**src/include/pe_macros.svh**
```systemverilog
`ifndef PE_MACROS_SVH
`define PE_MACROS_SVH

// --------------------
// datapath widths
// --------------------
// sample word, signed Q8.8
`define PE_DATA_W 16
`define PE_FRAC_W 8
// accumulator holds Q16.16 products
`define PE_ACC_W 32

// --------------------
// storage depths
// --------------------
`define PE_WGT_DEPTH 16
`define PE_IN_DEPTH 8
`define PE_OUT_DEPTH 4

// cycles from mac start to accumulator update
`define PE_MAC_LAT 2

`endif

```
**src/logic/peCtrlPkg.sv**
```systemverilog
`default_nettype none

package peCtrlPkg;

	// command opcodes
	typedef enum logic [2:0]
	{
		MA = 3'd0,
		MAB = 3'd1,
		BIAS = 3'd2,
		ACT = 3'd3,
		ACTCLR = 3'd4,
		LOAD = 3'd5,
		IDLE = 3'd6
	} peOpE;

	// sequencer states
	typedef enum logic [1:0]
	{
		READY,
		MACWAIT,
		ACTWAIT,
		PUSH
	} seqStateE;

endpackage

`default_nettype wire

```
**src/logic/peDataPkg.sv**
```systemverilog
`default_nettype none
`include "pe_macros.svh"

package peDataPkg;

	// signed fixed point sample
	typedef logic signed [`PE_DATA_W-1:0] sampleT;

	// accumulator wide enough for a full product
	typedef logic signed [`PE_ACC_W-1:0] accT;

	// pointer into the weight store
	typedef logic [$clog2(`PE_WGT_DEPTH)-1:0] wgtIdxT;

endpackage

`default_nettype wire

```
**src/logic/peIfs.sv**
```systemverilog
`timescale 1ns/1ps
`default_nettype none

// --------------------
// multiply-accumulate
// --------------------
interface macIf;
	import peDataPkg::*;

	logic start;
	logic clear;
	logic done;
	sampleT opA;
	sampleT opB;
	accT acc;

	modport seq (output start, clear, opA, opB, input done, acc);
	modport unit (input start, clear, opA, opB, output done, acc);
endinterface

// --------------------
// activation
// --------------------
interface actIf;
	import peDataPkg::*;

	logic start;
	logic done;
	accT x;
	sampleT y;

	modport seq (output start, x, input done, y);
	modport unit (input start, x, output done, y);
endinterface

// --------------------
// sample queue
// --------------------
interface fifoIf;
	import peDataPkg::*;

	logic push;
	logic pushReady;
	logic pop;
	logic flush;
	logic popValid;
	sampleT pushData;
	sampleT popData;

	modport queue (input push, pushData, pop, flush, output pushReady, popData, popValid);
	// write only side
	modport producer (output push, pushData, input pushReady);
	// read and write side, full test stays inside the queue
	modport user (output push, pushData, pop, flush, input popData, popValid);
endinterface

// weight store access
interface wgtIf;
	import peDataPkg::*;

	logic load;
	logic advance;
	sampleT loadData;
	sampleT weight;

	modport seq (output load, loadData, advance, input weight);
	modport store (input load, loadData, advance, output weight);
endinterface

`default_nettype wire

```
**src/logic/macUnit.sv**
```systemverilog
`timescale 1ns/1ps
`default_nettype none

module macUnit (
	input wire clk,
	input wire rstN,
	macIf.unit mac
);
	import peDataPkg::*;

	accT prod;
	logic prodValid;

	// --------------------
	// stage 1, product
	// --------------------
	// Q8.8 times Q8.8 lands as Q16.16
	always_ff @(posedge clk)
	begin
		if (mac.start)
			prod <= accT'(mac.opA) * accT'(mac.opB);
	end

	// --------------------
	// stage 2, accumulate
	// --------------------
	always_ff @(posedge clk or negedge rstN)
	begin
		if (!rstN)
		begin
			prodValid <= 1'b0;
			mac.done <= 1'b0;
			mac.acc <= '0;
		end
		else
		begin
			prodValid <= mac.start;
			// done rises with the new sum
			mac.done <= prodValid;
			if (mac.clear)
				mac.acc <= '0;
			else if (prodValid)
				mac.acc <= mac.acc + prod;
		end
	end

endmodule

`default_nettype wire

```
**src/logic/peSequencer.sv**
```systemverilog
`timescale 1ns/1ps
`default_nettype none

module peSequencer (
	input wire clk,
	input wire rstN,
	input wire cmdValid,
	input wire peCtrlPkg::peOpE cmdOp,
	input wire peDataPkg::sampleT cmdData,
	output logic cmdReady,
	macIf.seq mac,
	actIf.seq act,
	wgtIf.seq wgt,
	fifoIf.user inQ,
	fifoIf.producer outQ
);
	import peCtrlPkg::*;
	import peDataPkg::*;

	seqStateE state;
	seqStateE stateNext;
	sampleT bufHead;
	logic accept;
	logic macOp;
	logic actOp;
	logic pushDone;
	logic isClr;

	// --------------------
	// command decode
	// --------------------
	assign cmdReady = (state == READY);
	assign accept = cmdValid && cmdReady;
	assign macOp = accept && (cmdOp inside {MA, MAB, BIAS});
	assign actOp = accept && (cmdOp inside {ACT, ACTCLR});
	// result lands in the output queue this cycle
	assign pushDone = (state == PUSH) && outQ.pushReady;

	// mac operands, an empty buffer feeds zero
	assign bufHead = inQ.popValid ? inQ.popData : '0;
	assign mac.start = macOp;
	assign mac.opA = (cmdOp == MAB) ? bufHead : cmdData;
	assign mac.opB = wgt.weight;
	// sum is spent once its activation is queued
	assign mac.clear = pushDone;

	// weights, LOAD writes and every mac op steps the read side
	assign wgt.load = accept && (cmdOp == LOAD);
	assign wgt.loadData = cmdData;
	assign wgt.advance = macOp;

	// input buffer records MA and MAB words, BIAS leaves it alone
	assign inQ.pop = accept && (cmdOp == MAB) && inQ.popValid;
	assign inQ.flush = pushDone && isClr;
	assign inQ.push = (accept && (cmdOp inside {MA, MAB})) || inQ.flush;
	// after ACTCLR the buffer holds only the new result
	assign inQ.pushData = (state == PUSH) ? act.y : cmdData;

	// activation
	assign act.start = actOp;
	assign act.x = mac.acc;
	// held until the output queue has room
	assign outQ.push = (state == PUSH);
	assign outQ.pushData = act.y;

	// --------------------
	// state machine
	// --------------------
	always_comb
	begin
		stateNext = state;
		case (state)
			READY:
				if (macOp)
					stateNext = MACWAIT;
				else if (actOp)
					stateNext = ACTWAIT;
			MACWAIT:
				if (mac.done)
					stateNext = READY;
			ACTWAIT:
				if (act.done)
					stateNext = PUSH;
			PUSH:
				if (outQ.pushReady)
					stateNext = READY;
			default:
				stateNext = READY;
		endcase
	end

	always_ff @(posedge clk or negedge rstN)
	begin
		if (!rstN)
		begin
			state <= READY;
			isClr <= 1'b0;
		end
		else
		begin
			state <= stateNext;
			// remember ACTCLR for the push cycle
			if (actOp)
				isClr <= (cmdOp == ACTCLR);
		end
	end

endmodule

`default_nettype wire

```
**src/logic/peTop.sv**
```systemverilog
`timescale 1ns/1ps
`default_nettype none
`include "pe_macros.svh"

module peTop (
	input wire clk,
	input wire rstN,
	input wire cmdValid,
	input wire peCtrlPkg::peOpE cmdOp,
	input wire peDataPkg::sampleT cmdData,
	output logic cmdReady,
	output logic outValid,
	output peDataPkg::sampleT outData,
	input wire outReady
);

	macIf mac();
	actIf act();
	wgtIf wgt();
	fifoIf inQ();
	fifoIf outQ();

	// --------------------
	// control
	// --------------------
	peSequencer seq (
		.clk(clk),
		.rstN(rstN),
		.cmdValid(cmdValid),
		.cmdOp(cmdOp),
		.cmdData(cmdData),
		.cmdReady(cmdReady),
		.mac(mac.seq),
		.act(act.seq),
		.wgt(wgt.seq),
		.inQ(inQ.user),
		.outQ(outQ.producer)
	);

	// --------------------
	// datapath and storage
	// --------------------
	macUnit macU (.clk(clk), .rstN(rstN), .mac(mac.unit));
	sigmoidUnit sigU (.clk(clk), .rstN(rstN), .act(act.unit));
	weightStore wgtS (.clk(clk), .rstN(rstN), .wgt(wgt.store));
	sampleFifo #(.DEPTH(`PE_IN_DEPTH)) inBuf (.clk(clk), .rstN(rstN), .q(inQ.queue));
	sampleFifo #(.DEPTH(`PE_OUT_DEPTH)) outBuf (.clk(clk), .rstN(rstN), .q(outQ.queue));

	// result port is the output queue's read side
	assign outQ.pop = outReady;
	assign outQ.flush = 1'b0;
	assign outValid = outQ.popValid;
	assign outData = outQ.popData;

endmodule

`default_nettype wire

```
**src/logic/sampleFifo.sv**
```systemverilog
`timescale 1ns/1ps
`default_nettype none
`include "pe_macros.svh"

module sampleFifo #(
	parameter int DEPTH = `PE_IN_DEPTH
) (
	input wire clk,
	input wire rstN,
	fifoIf.queue q
);
	import peDataPkg::*;

	localparam int PtrW = (DEPTH > 1) ? $clog2(DEPTH) : 1;

	sampleT mem [DEPTH];
	logic [PtrW-1:0] wrPtr;
	logic [PtrW-1:0] rdPtr;
	logic [PtrW-1:0] wrNext;
	logic [PtrW-1:0] rdNext;
	logic full;
	logic empty;
	logic pushOk;
	logic popOk;

	// flush empties the queue first, so a push beside it always fits
	assign pushOk = q.push && (q.flush || !full);
	assign popOk = q.pop && !empty;
	assign wrNext = (wrPtr == PtrW'(DEPTH - 1)) ? '0 : wrPtr + 1'b1;
	assign rdNext = (rdPtr == PtrW'(DEPTH - 1)) ? '0 : rdPtr + 1'b1;

	assign q.pushReady = !full;
	assign q.popValid = !empty;
	// head of queue
	assign q.popData = mem[rdPtr];

	always_ff @(posedge clk)
	begin
		if (pushOk)
			mem[wrPtr] <= q.pushData;
	end

	always_ff @(posedge clk or negedge rstN)
	begin
		if (!rstN)
		begin
			wrPtr <= '0;
			rdPtr <= '0;
			full <= 1'b0;
			empty <= 1'b1;
		end
		else if (q.flush)
		begin
			// drop everything by catching the read pointer up
			rdPtr <= wrPtr;
			full <= 1'b0;
			empty <= !pushOk;
			if (pushOk)
				wrPtr <= wrNext;
		end
		else
		begin
			if (pushOk)
				wrPtr <= wrNext;
			if (popOk)
				rdPtr <= rdNext;
			// flags move only when the count changes
			if (pushOk && !popOk)
			begin
				full <= (wrNext == rdPtr);
				empty <= 1'b0;
			end
			else if (popOk && !pushOk)
			begin
				empty <= (rdNext == wrPtr);
				full <= 1'b0;
			end
		end
	end

endmodule

`default_nettype wire

```
**src/logic/sigmoidUnit.sv**
```systemverilog
`timescale 1ns/1ps
`default_nettype none
`include "pe_macros.svh"

module sigmoidUnit (
	input wire clk,
	input wire rstN,
	actIf.unit act
);
	import peDataPkg::*;

	// one quotient bit per cycle
	localparam int Iter = `PE_DATA_W;
	localparam accT SatHi = (accT'(1) <<< (`PE_DATA_W - 1)) - accT'(1);
	localparam accT SatLo = -(accT'(1) <<< (`PE_DATA_W - 1));

	accT shifted;
	sampleT xSat;
	logic [`PE_DATA_W-1:0] mag;
	logic [`PE_DATA_W-1:0] divisor;
	logic [`PE_DATA_W-1:0] rem;
	logic [`PE_DATA_W-1:0] dvd;
	logic [`PE_DATA_W-1:0] quoNext;
	logic [`PE_DATA_W:0] shiftRem;
	logic [$clog2(Iter)-1:0] cnt;
	logic qBit;
	logic busy;
	logic neg;
	logic lastStep;

	// --------------------
	// operand prep
	// --------------------
	always_comb
	begin
		// drop the extra fraction bits of the product sum
		shifted = act.x >>> `PE_FRAC_W;
		if (shifted > SatHi)
			xSat = sampleT'(SatHi);
		else if (shifted < SatLo)
			xSat = sampleT'(SatLo);
		else
			xSat = sampleT'(shifted);
		// -32768 still reads right as unsigned
		mag = xSat[`PE_DATA_W-1] ? -xSat : xSat;
	end

	// restoring step, remainder always below the divisor
	assign shiftRem = {rem, dvd[`PE_DATA_W-1]};
	assign qBit = (shiftRem >= {1'b0, divisor});
	// dividend bits leave the top of dvd while quotient bits enter below
	assign quoNext = {dvd[`PE_DATA_W-2:0], qBit};
	assign lastStep = (cnt == ($clog2(Iter))'(Iter - 1));

	always_ff @(posedge clk or negedge rstN)
	begin
		if (!rstN)
		begin
			busy <= 1'b0;
			cnt <= '0;
			act.done <= 1'b0;
		end
		else
		begin
			act.done <= busy && lastStep;
			if (act.start)
			begin
				busy <= 1'b1;
				cnt <= '0;
			end
			else if (busy)
			begin
				cnt <= cnt + 1'b1;
				if (lastStep)
					busy <= 1'b0;
			end
		end
	end

	// --------------------
	// divider datapath
	// --------------------
	// |x| << 8 over 256 + |x|
	always_ff @(posedge clk)
	begin
		if (act.start)
		begin
			neg <= xSat[`PE_DATA_W-1];
			divisor <= mag + `PE_DATA_W'(1 << `PE_FRAC_W);
			// top part of the widened dividend preloads the remainder
			rem <= mag >> (`PE_DATA_W - `PE_FRAC_W);
			dvd <= mag << `PE_FRAC_W;
		end
		else if (busy)
		begin
			rem <= qBit ? `PE_DATA_W'(shiftRem - {1'b0, divisor}) : shiftRem[`PE_DATA_W-1:0];
			dvd <= quoNext;
			// magnitude truncated, so sign restore rounds toward zero
			if (lastStep)
				act.y <= neg ? -sampleT'(quoNext) : sampleT'(quoNext);
		end
	end

endmodule

`default_nettype wire

```
**src/logic/weightStore.sv**
```systemverilog
`timescale 1ns/1ps
`default_nettype none
`include "pe_macros.svh"

module weightStore (
	input wire clk,
	input wire rstN,
	wgtIf.store wgt
);
	import peDataPkg::*;

	sampleT mem [`PE_WGT_DEPTH];
	wgtIdxT wrPtr;
	wgtIdxT rdPtr;
	wgtIdxT wrNext;
	wgtIdxT rdNext;
	logic full;
	logic doLoad;

	// a load into a full store is dropped
	assign doLoad = wgt.load && !full;
	assign wrNext = (wrPtr == wgtIdxT'(`PE_WGT_DEPTH - 1)) ? '0 : wrPtr + 1'b1;
	assign rdNext = (rdPtr == wgtIdxT'(`PE_WGT_DEPTH - 1)) ? '0 : rdPtr + 1'b1;
	// current weight, read without a wait state
	assign wgt.weight = mem[rdPtr];

	always_ff @(posedge clk)
	begin
		if (doLoad)
			mem[wrPtr] <= wgt.loadData;
	end

	always_ff @(posedge clk or negedge rstN)
	begin
		if (!rstN)
		begin
			wrPtr <= '0;
			rdPtr <= '0;
			full <= 1'b0;
		end
		else
		begin
			if (doLoad)
				wrPtr <= wrNext;
			// each weight read frees its slot
			if (wgt.advance)
			begin
				rdPtr <= rdNext;
				full <= 1'b0;
			end
			else if (doLoad && (wrNext == rdPtr))
				full <= 1'b1;
		end
	end

endmodule

`default_nettype wire

```
**config.mk**
```make
export PLATFORM = sky130hd
export DESIGN_NAME = peTop
export DESIGN_NICKNAME = d
export VERILOG_FILES = /design/src/logic/peCtrlPkg.sv /design/src/logic/peDataPkg.sv /design/src/logic/peIfs.sv /design/src/logic/macUnit.sv /design/src/logic/peSequencer.sv /design/src/logic/peTop.sv /design/src/logic/sampleFifo.sv /design/src/logic/sigmoidUnit.sv /design/src/logic/weightStore.sv
export VERILOG_INCLUDE_DIRS = /design/src /design/src/include
export SDC_FILE = /design/constraint.sdc
export NUM_CORES = 2
export LEC_CHECK = 0
export BUFFER_PORTS_ARGS = -buffer_cell sky130_fd_sc_hd__buf_4
export CORE_AREA = 2 2 303 305
export DETAILED_ROUTE_END_ITERATION = 6
export DIE_AREA = 0 0 305 307
export GPL_TIMING_DRIVEN = 0
export PLACE_DENSITY = 0.61
export SETUP_SLACK_MARGIN = 0.4
export SLEW_MARGIN = 30
export SYNTH_ARGS = -nofsm -noshare
export SYNTH_HDL_FRONTEND = slang
export SYNTH_SLANG_ARGS = --single-unit
```
**constraint.sdc**
```tcl
create_clock -name clk -period 8.4 [get_ports clk]
set_clock_uncertainty 0.15 [all_clocks]
set_input_delay 1.26 -clock clk [delete_from_list [all_inputs] [get_ports clk]]
set_output_delay 1.26 -clock clk [all_outputs]
set_load 0.01 [all_outputs]
```
Word level (Yosys, flattened, before mapping) --
Memory sizes are Yosys's and may differ from the RTL's. Cells that the tools add are included.
Cells by class: mux-type cells 51, equality and inequality tests 24, bitwise gates (word level) 1, $mul 1, $add $sub $neg 12, $lt $le $gt $ge 3, reductions and logical operators 43
Operators by type and width (number):
- $mux 16 | 10
- $mux 32 | 2
- $add 32x32->32 | 1
- $mul 16x16->32 | 1
- $neg 16->16 | 2
- $gt 24x16->1 const B | 1
- $lt 24x16->1 const B | 1
- $mux 1 | 21
- $logic_and 1x1->1 | 19
- $ge 17x16->1 | 1
- $add 16x9->16 const B | 1
- $mux 4 | 4
- $mux 8 | 2
- $sub 16x16->16 | 1
- $mux 2 | 7
- $reduce_bool 2->1 | 7
- $add 4x1->4 const B | 3
- $eq 3x3->1 const B | 4
- $eq 4x4->1 const B | 3
- $mux 3 | 4
- $logic_not 1->1 | 9
- $eq 2x2->1 const B | 4
- $pmux 2 s4 | 1
- $add 3x1->3 const B | 2
- other kinds (17) | 24
Storage, ports and cells: memories 3, bits of input ports 23, RAM bits 448, logic and storage cells 165, register bits after elaboration 163, output and inout bits 18
Memories:
- wgtS.mem | depth 16, bits a word 16, rd ports 1, clocked after memory_dff 0, write ports 1, RTL line weightStore.sv:12 | sampleT mem [`PE_WGT_DEPTH];
- inBuf.mem | depth 8, bits a word 16, rd ports 1, clocked after memory_dff 0, write ports 1, RTL line sampleFifo.sv:16 | sampleT mem [DEPTH];
- outBuf.mem | depth 4, bits a word 16, rd ports 1, clocked after memory_dff 0, write ports 1, RTL line sampleFifo.sv:16

Depth between registers and ports, before layout --
depth after elaboration 10, depth in mapped cells 32

Hierarchy --
A second synthesis with hierarchy kept.
Second synthesis, totals: cell total of the unflattened synthesis 3002, area, all modules 38458.1 µm²
By module, submodules not included:
- macUnit | seq. area each 1811.7 µm², area each 13833.3 µm², instances 1, cells each 1496
- weightStore | seq. area each 7912.6 µm², area each 10510.1 µm², instances 1, cells each 485
- sampleFifo (inBuf) | seq. area each 4045.1 µm², area each 5474.0 µm², instances 1, cells each 244
- sigmoidUnit | seq. area each 1941.9 µm², area each 4574.4 µm², instances 1, cells each 469
- sampleFifo (outBuf) | seq. area each 2073.2 µm², area each 2756.4 µm², instances 1, cells each 123
- peSequencer | seq. area each 75.1 µm², area each 1306.3 µm², instances 1, cells each 184
- peTop | seq. area each 0.0 µm², area each 3.8 µm², instances 1, cells each 1

Worst setup path after synthesis --
Ideal clock, no wire load.
path kind reg2reg, start point register wgtS.rdPtr[0], end point register macU.prod[28], data pin, stages on the path, launching flop included 31, setup slack 0.124 ns, library setup time 0.258 ns, arrival time 7.867 ns, path through dfrtp_1 -> clkbuf_1 -> buf_1 -> buf_2 -> buf_2 -> mux4_2 -> mux2i_1 -> nand2_1 -> o21ai_1 -> nor2_1 -> fa_1 -> inv_1 -> fa_1 -> inv_1 -> ha_1 -> fa_1 -> ha_1 -> inv_1 -> fa_1 -> inv_1 -> ha_1 -> and3_1 -> a2111oi_0 -> a221oi_1 -> o21a_1 -> o2111a_1 -> o21ai_1 -> a21oi_1 -> o21ai_1 -> nor2b_1 -> xnor2_1
Between the ends: longest elaborated chain between the ends 2
RTL lines:
- start: declaration | RTL line weightStore.sv:14 | wgtIdxT rdPtr;
- start signal: assignment | RTL line weightStore.sv:48 | rdPtr <= rdNext;
- $mem_v2 16x16
- $mul 16x16->32 | RTL line macUnit.sv:21 | prod <= accT'(mac.opA) * accT'(mac.opB);
- end signal: assignment | RTL line macUnit.sv:21
- end: declaration | RTL line macUnit.sv:11 | accT prod;
Every way passes these cells. A chain may end at the register's enable or synchronous reset.

Final worst setup path --
start point input cmdOp[1], end point register macU.prod[31], data pin
Between the ends: longest elaborated chain between the ends 3
RTL lines:
- start: declaration | RTL line peTop.sv:9 | input wire peCtrlPkg::peOpE cmdOp,
- $eq 3x1->1 | RTL line peSequencer.sv:42 | assign mac.opA = (cmdOp == MAB) ? bufHead : cmdData;
- $mux 16 | RTL line peSequencer.sv:42
- $mul 16x16->32 | RTL line macUnit.sv:21
Every way passes these cells.

==> impl_results.md <==
- DR iter-0 viols: 1584
- Worst-skew pair later-pin latency: 0.64 ns
- Sequential share of the synthesized area: 48.65%
- Fmax: 0.1270 GHz
- Max cap viols: 0
- Final non-filler cell total: 4280
- Top-count cell post-synth: edfxtp_1
- Clock root buffer: clkbuf_16
- Final Max Slew Viols: 0
- RSZ-0062 raised after global routing: yes
- Arrival time worst endpoint: 8.07 ns
- Crit start category: input port
- Most used cell, CP: fa_1
- Crit-path max cell delay: 0.60 ns
- Port Buffers: 40
- Post-synthesis register bit count: 611
- Nets: 3474
- WS Path Type: in -> reg
- Die Y: 307 µm
- Final worst-path cycle share: 93.71%
- Worst Tran Pin Value: 0.9900 ns
- Area Growth Syn to Fin: 16.52%
- Synth top area cells: edfxtp_1, fa_1, mux4_2, ha_1, dfrtp_1
- CTS H-tree depth: 3
- Number of distinct library cells after synthesis: 73
- Final worst setup slack: 0.5284 ns
- CTS tree: done
- Initial core utilization: 40.48%
- CTS buffer count: 69
- Minimum clock period: 7.872 ns
- Data required time of the worst path: 8.60 ns
- Number of diodes: 0
- Worst slew margin: 33.39%
- GP Congestion: 0.8466
- Hold_buf cts: 0
- Routed WL per cell: 20.90 µm
- Dpl ws: -1.547 ns
- CORE AREA: 90690 µm²
- Crit Path Max Fanout: 10
- Synthesized netlist net count: 3284
- Slowest cell on crit path: fa_2
- Post-Route WL: 89.45 mm
- Most common library cells after synthesis: edfxtp_1, inv_1, fa_1
- Yosys top cell by area: edfxtp_1
- Clock Path Buffers: 3
- Fin Hold WS: 0.3483 ns
- Die area: 93640 µm²
- Pre-antenna DRT Iters: 7
- Number of flops mapped to enable cells by yosys: 529
- # DRC: 0
- Total Routing Usage GR: 19.48%
- First-pass GRT wire length: 139.3 mm
- Detailed Place HPWL: 63.85 mm
- Largest net degree at the start of global routing: 67
- Status: completed
- Antenna-violating nets left: 0
- Top_reg_cell synth: edfxtp_1
- Asr flop ratio synth: 10.80%
- Synth warn: 0
- Core Util, Final: 47.17%
- Post-Syn Instances: 2848
- Clock sink count: 611
- Vias per cell: 5.359
- Initial antenna violation count: 0
- Layout cells sized above 1: 18.55%
- Yosys top cell area share: 43.27%
- Endpoints failing setup: 0
- Critical Path End Type: flop
- Number of global-route vias before repair: 23460
- Fin. Hold Viols: 0
- I/O pin cnt: 41
- Placed insts: 4091
- Worst min path class: reg -> reg
- Syn Area/Cell: 12.89 µm²
- Total global routing overflow: 0
- Via count: 22940
- Netlist Area Pre-Place: 36710 µm²
- Reg clk slew, reported paths: 0.06 ns
- # rows: 111
- Die W: 305 µm
## per-stage QoR
step / setup TNS, ns / cell area [µm²]
6_report: 0 / 42780
5_1_grt: 0 / 42780
4_1_cts: 0 / 42030
3_5_place_dp: -17.47 / 38770
3_3_place_gp: -19.72 / 38510
2_1_floorplan: 0 / 36730
## cell families after synthesis
kind of cell	Yosys count	share of synthesized area, %
AND/OR/NAND/NOR	706	8.923
flip-flops	611	48.65
buffers and inverters	465	4.789
adder cells (fa/ha/maj)	413	19.50
AO/OA/AOI/OAI	337	5.736
multiplexers	218	10.07
XOR/XNOR	98	2.338
## registers in the layout (all words and copies together), names as in the netlist, 2 cells and up
register,cells
inBuf.mem,128
inBuf.rdPtr,3
inBuf.wrPtr,3
macU.mac.acc,32
macU.prod,32
outBuf.mem,64
outBuf.rdPtr,2
outBuf.wrPtr,2
seq.state,2
sigU.act.y,16
sigU.cnt,4
sigU.divisor,16
sigU.dvd,16
sigU.rem,16
wgtS.mem,256
wgtS.rdPtr,4
wgtS.wrPtr,4
## layout make-up
type | count | area [µm²]
fillers | 7944 | 47910
flip-flops and latches | 611 | 17860
multi-input cells | 1772 | 17850
clock buffers | 90 | 1898
well taps | 1186 | 1484
inverters | 365 | 1378
repair buffers | 119 | 1041
plain buffers | 100 | 789.5
clock inverters | 37 | 471.7
## worst paths after layout
path                                           startpoint                            to  slack, ns  depth (start not counted)
worst max-delay path                             cmdOp[1]       macU.prod[31]$_DFFE_PP_       0.53                         28
worst min-delay path             sigU.rem[9]$_SDFFE_PP0P_     sigU.rem[10]$_SDFFE_PP0P_       0.35                          2
worst max register to register  wgtS.rdPtr[0]$_DFFE_PN0P_       macU.prod[31]$_DFFE_PP_       0.56                         31
worst min register to register   sigU.rem[9]$_SDFFE_PP0P_     sigU.rem[10]$_SDFFE_PP0P_       0.35                          2
max in group asynchronous                            rstN  macU.mac.acc[24]$_DFFE_PN0P_       7.04                          1
min in group asynchronous                            rstN    inBuf.rdPtr[2]$_DFFE_PN0P_       0.51                          1
## critical path, delay by kind of cell
family / cells / cell delay [ns]
simple gates: 5 / 0.78
buf+inv: 6 / 0.77
xor+xnor: 1 / 0.11
fa+ha+maj: 7 / 3.24
compound gates: 9 / 1.89
## placed cells by master (no fill, tap or decap), types with 10 or more instances in the layout
| cell type | count |
|---|---|
| or2_2 | 14 |
| and2_1 | 11 |
| o21a_1 | 13 |
| mux2i_1 | 57 |
| fa_1 | 259 |
| clkbuf_4 | 15 |
| nand4_1 | 10 |
| a31oi_1 | 18 |
| inv_1 | 359 |
| o31ai_1 | 13 |
| o21ai_4 | 17 |
| xnor2_1 | 72 |
| a211oi_1 | 13 |
| clkbuf_16 | 76 |
| buf_4 | 116 |
| clkbuf_1 | 44 |
| mux2_2 | 30 |
| nor2b_1 | 63 |
| dfxtp_1 | 16 |
| xor2_1 | 25 |
| nand2_1 | 214 |
| nor3_1 | 25 |
| edfxtp_1 | 529 |
| o21ai_0 | 56 |
| nor2_1 | 213 |
| o21ai_1 | 13 |
| or3_1 | 14 |
| nand3_1 | 32 |
| ha_1 | 141 |
| mux4_2 | 118 |
| a21oi_1 | 86 |
| clkinv_1 | 12 |
| o21bai_1 | 11 |
| buf_12 | 10 |
| nand2b_1 | 35 |
| a21o_1 | 17 |
| dfrtp_1 | 62 |
## what timing repair did
action	4_1_cts	5_1_grt
hold endpoints to repair	0	0
setup endpoints to repair	24	12
gates cloned	0	5
gates resized for setup	212	117
buffers inserted	24	33
pin swaps	11	20
## layer usage
layer	share of wire, %	GRT usage (%)	vias up
met5	0	0	-
met4	1.6	4.018	0
met3	5.6	2.605	102
li1	-	-	10360
met2	48	32.09	606
met1	45	27.73	11870
Power is not shown: default switching activity piles up to over one toggle a cycle in this logic, so the estimate is an artifact.
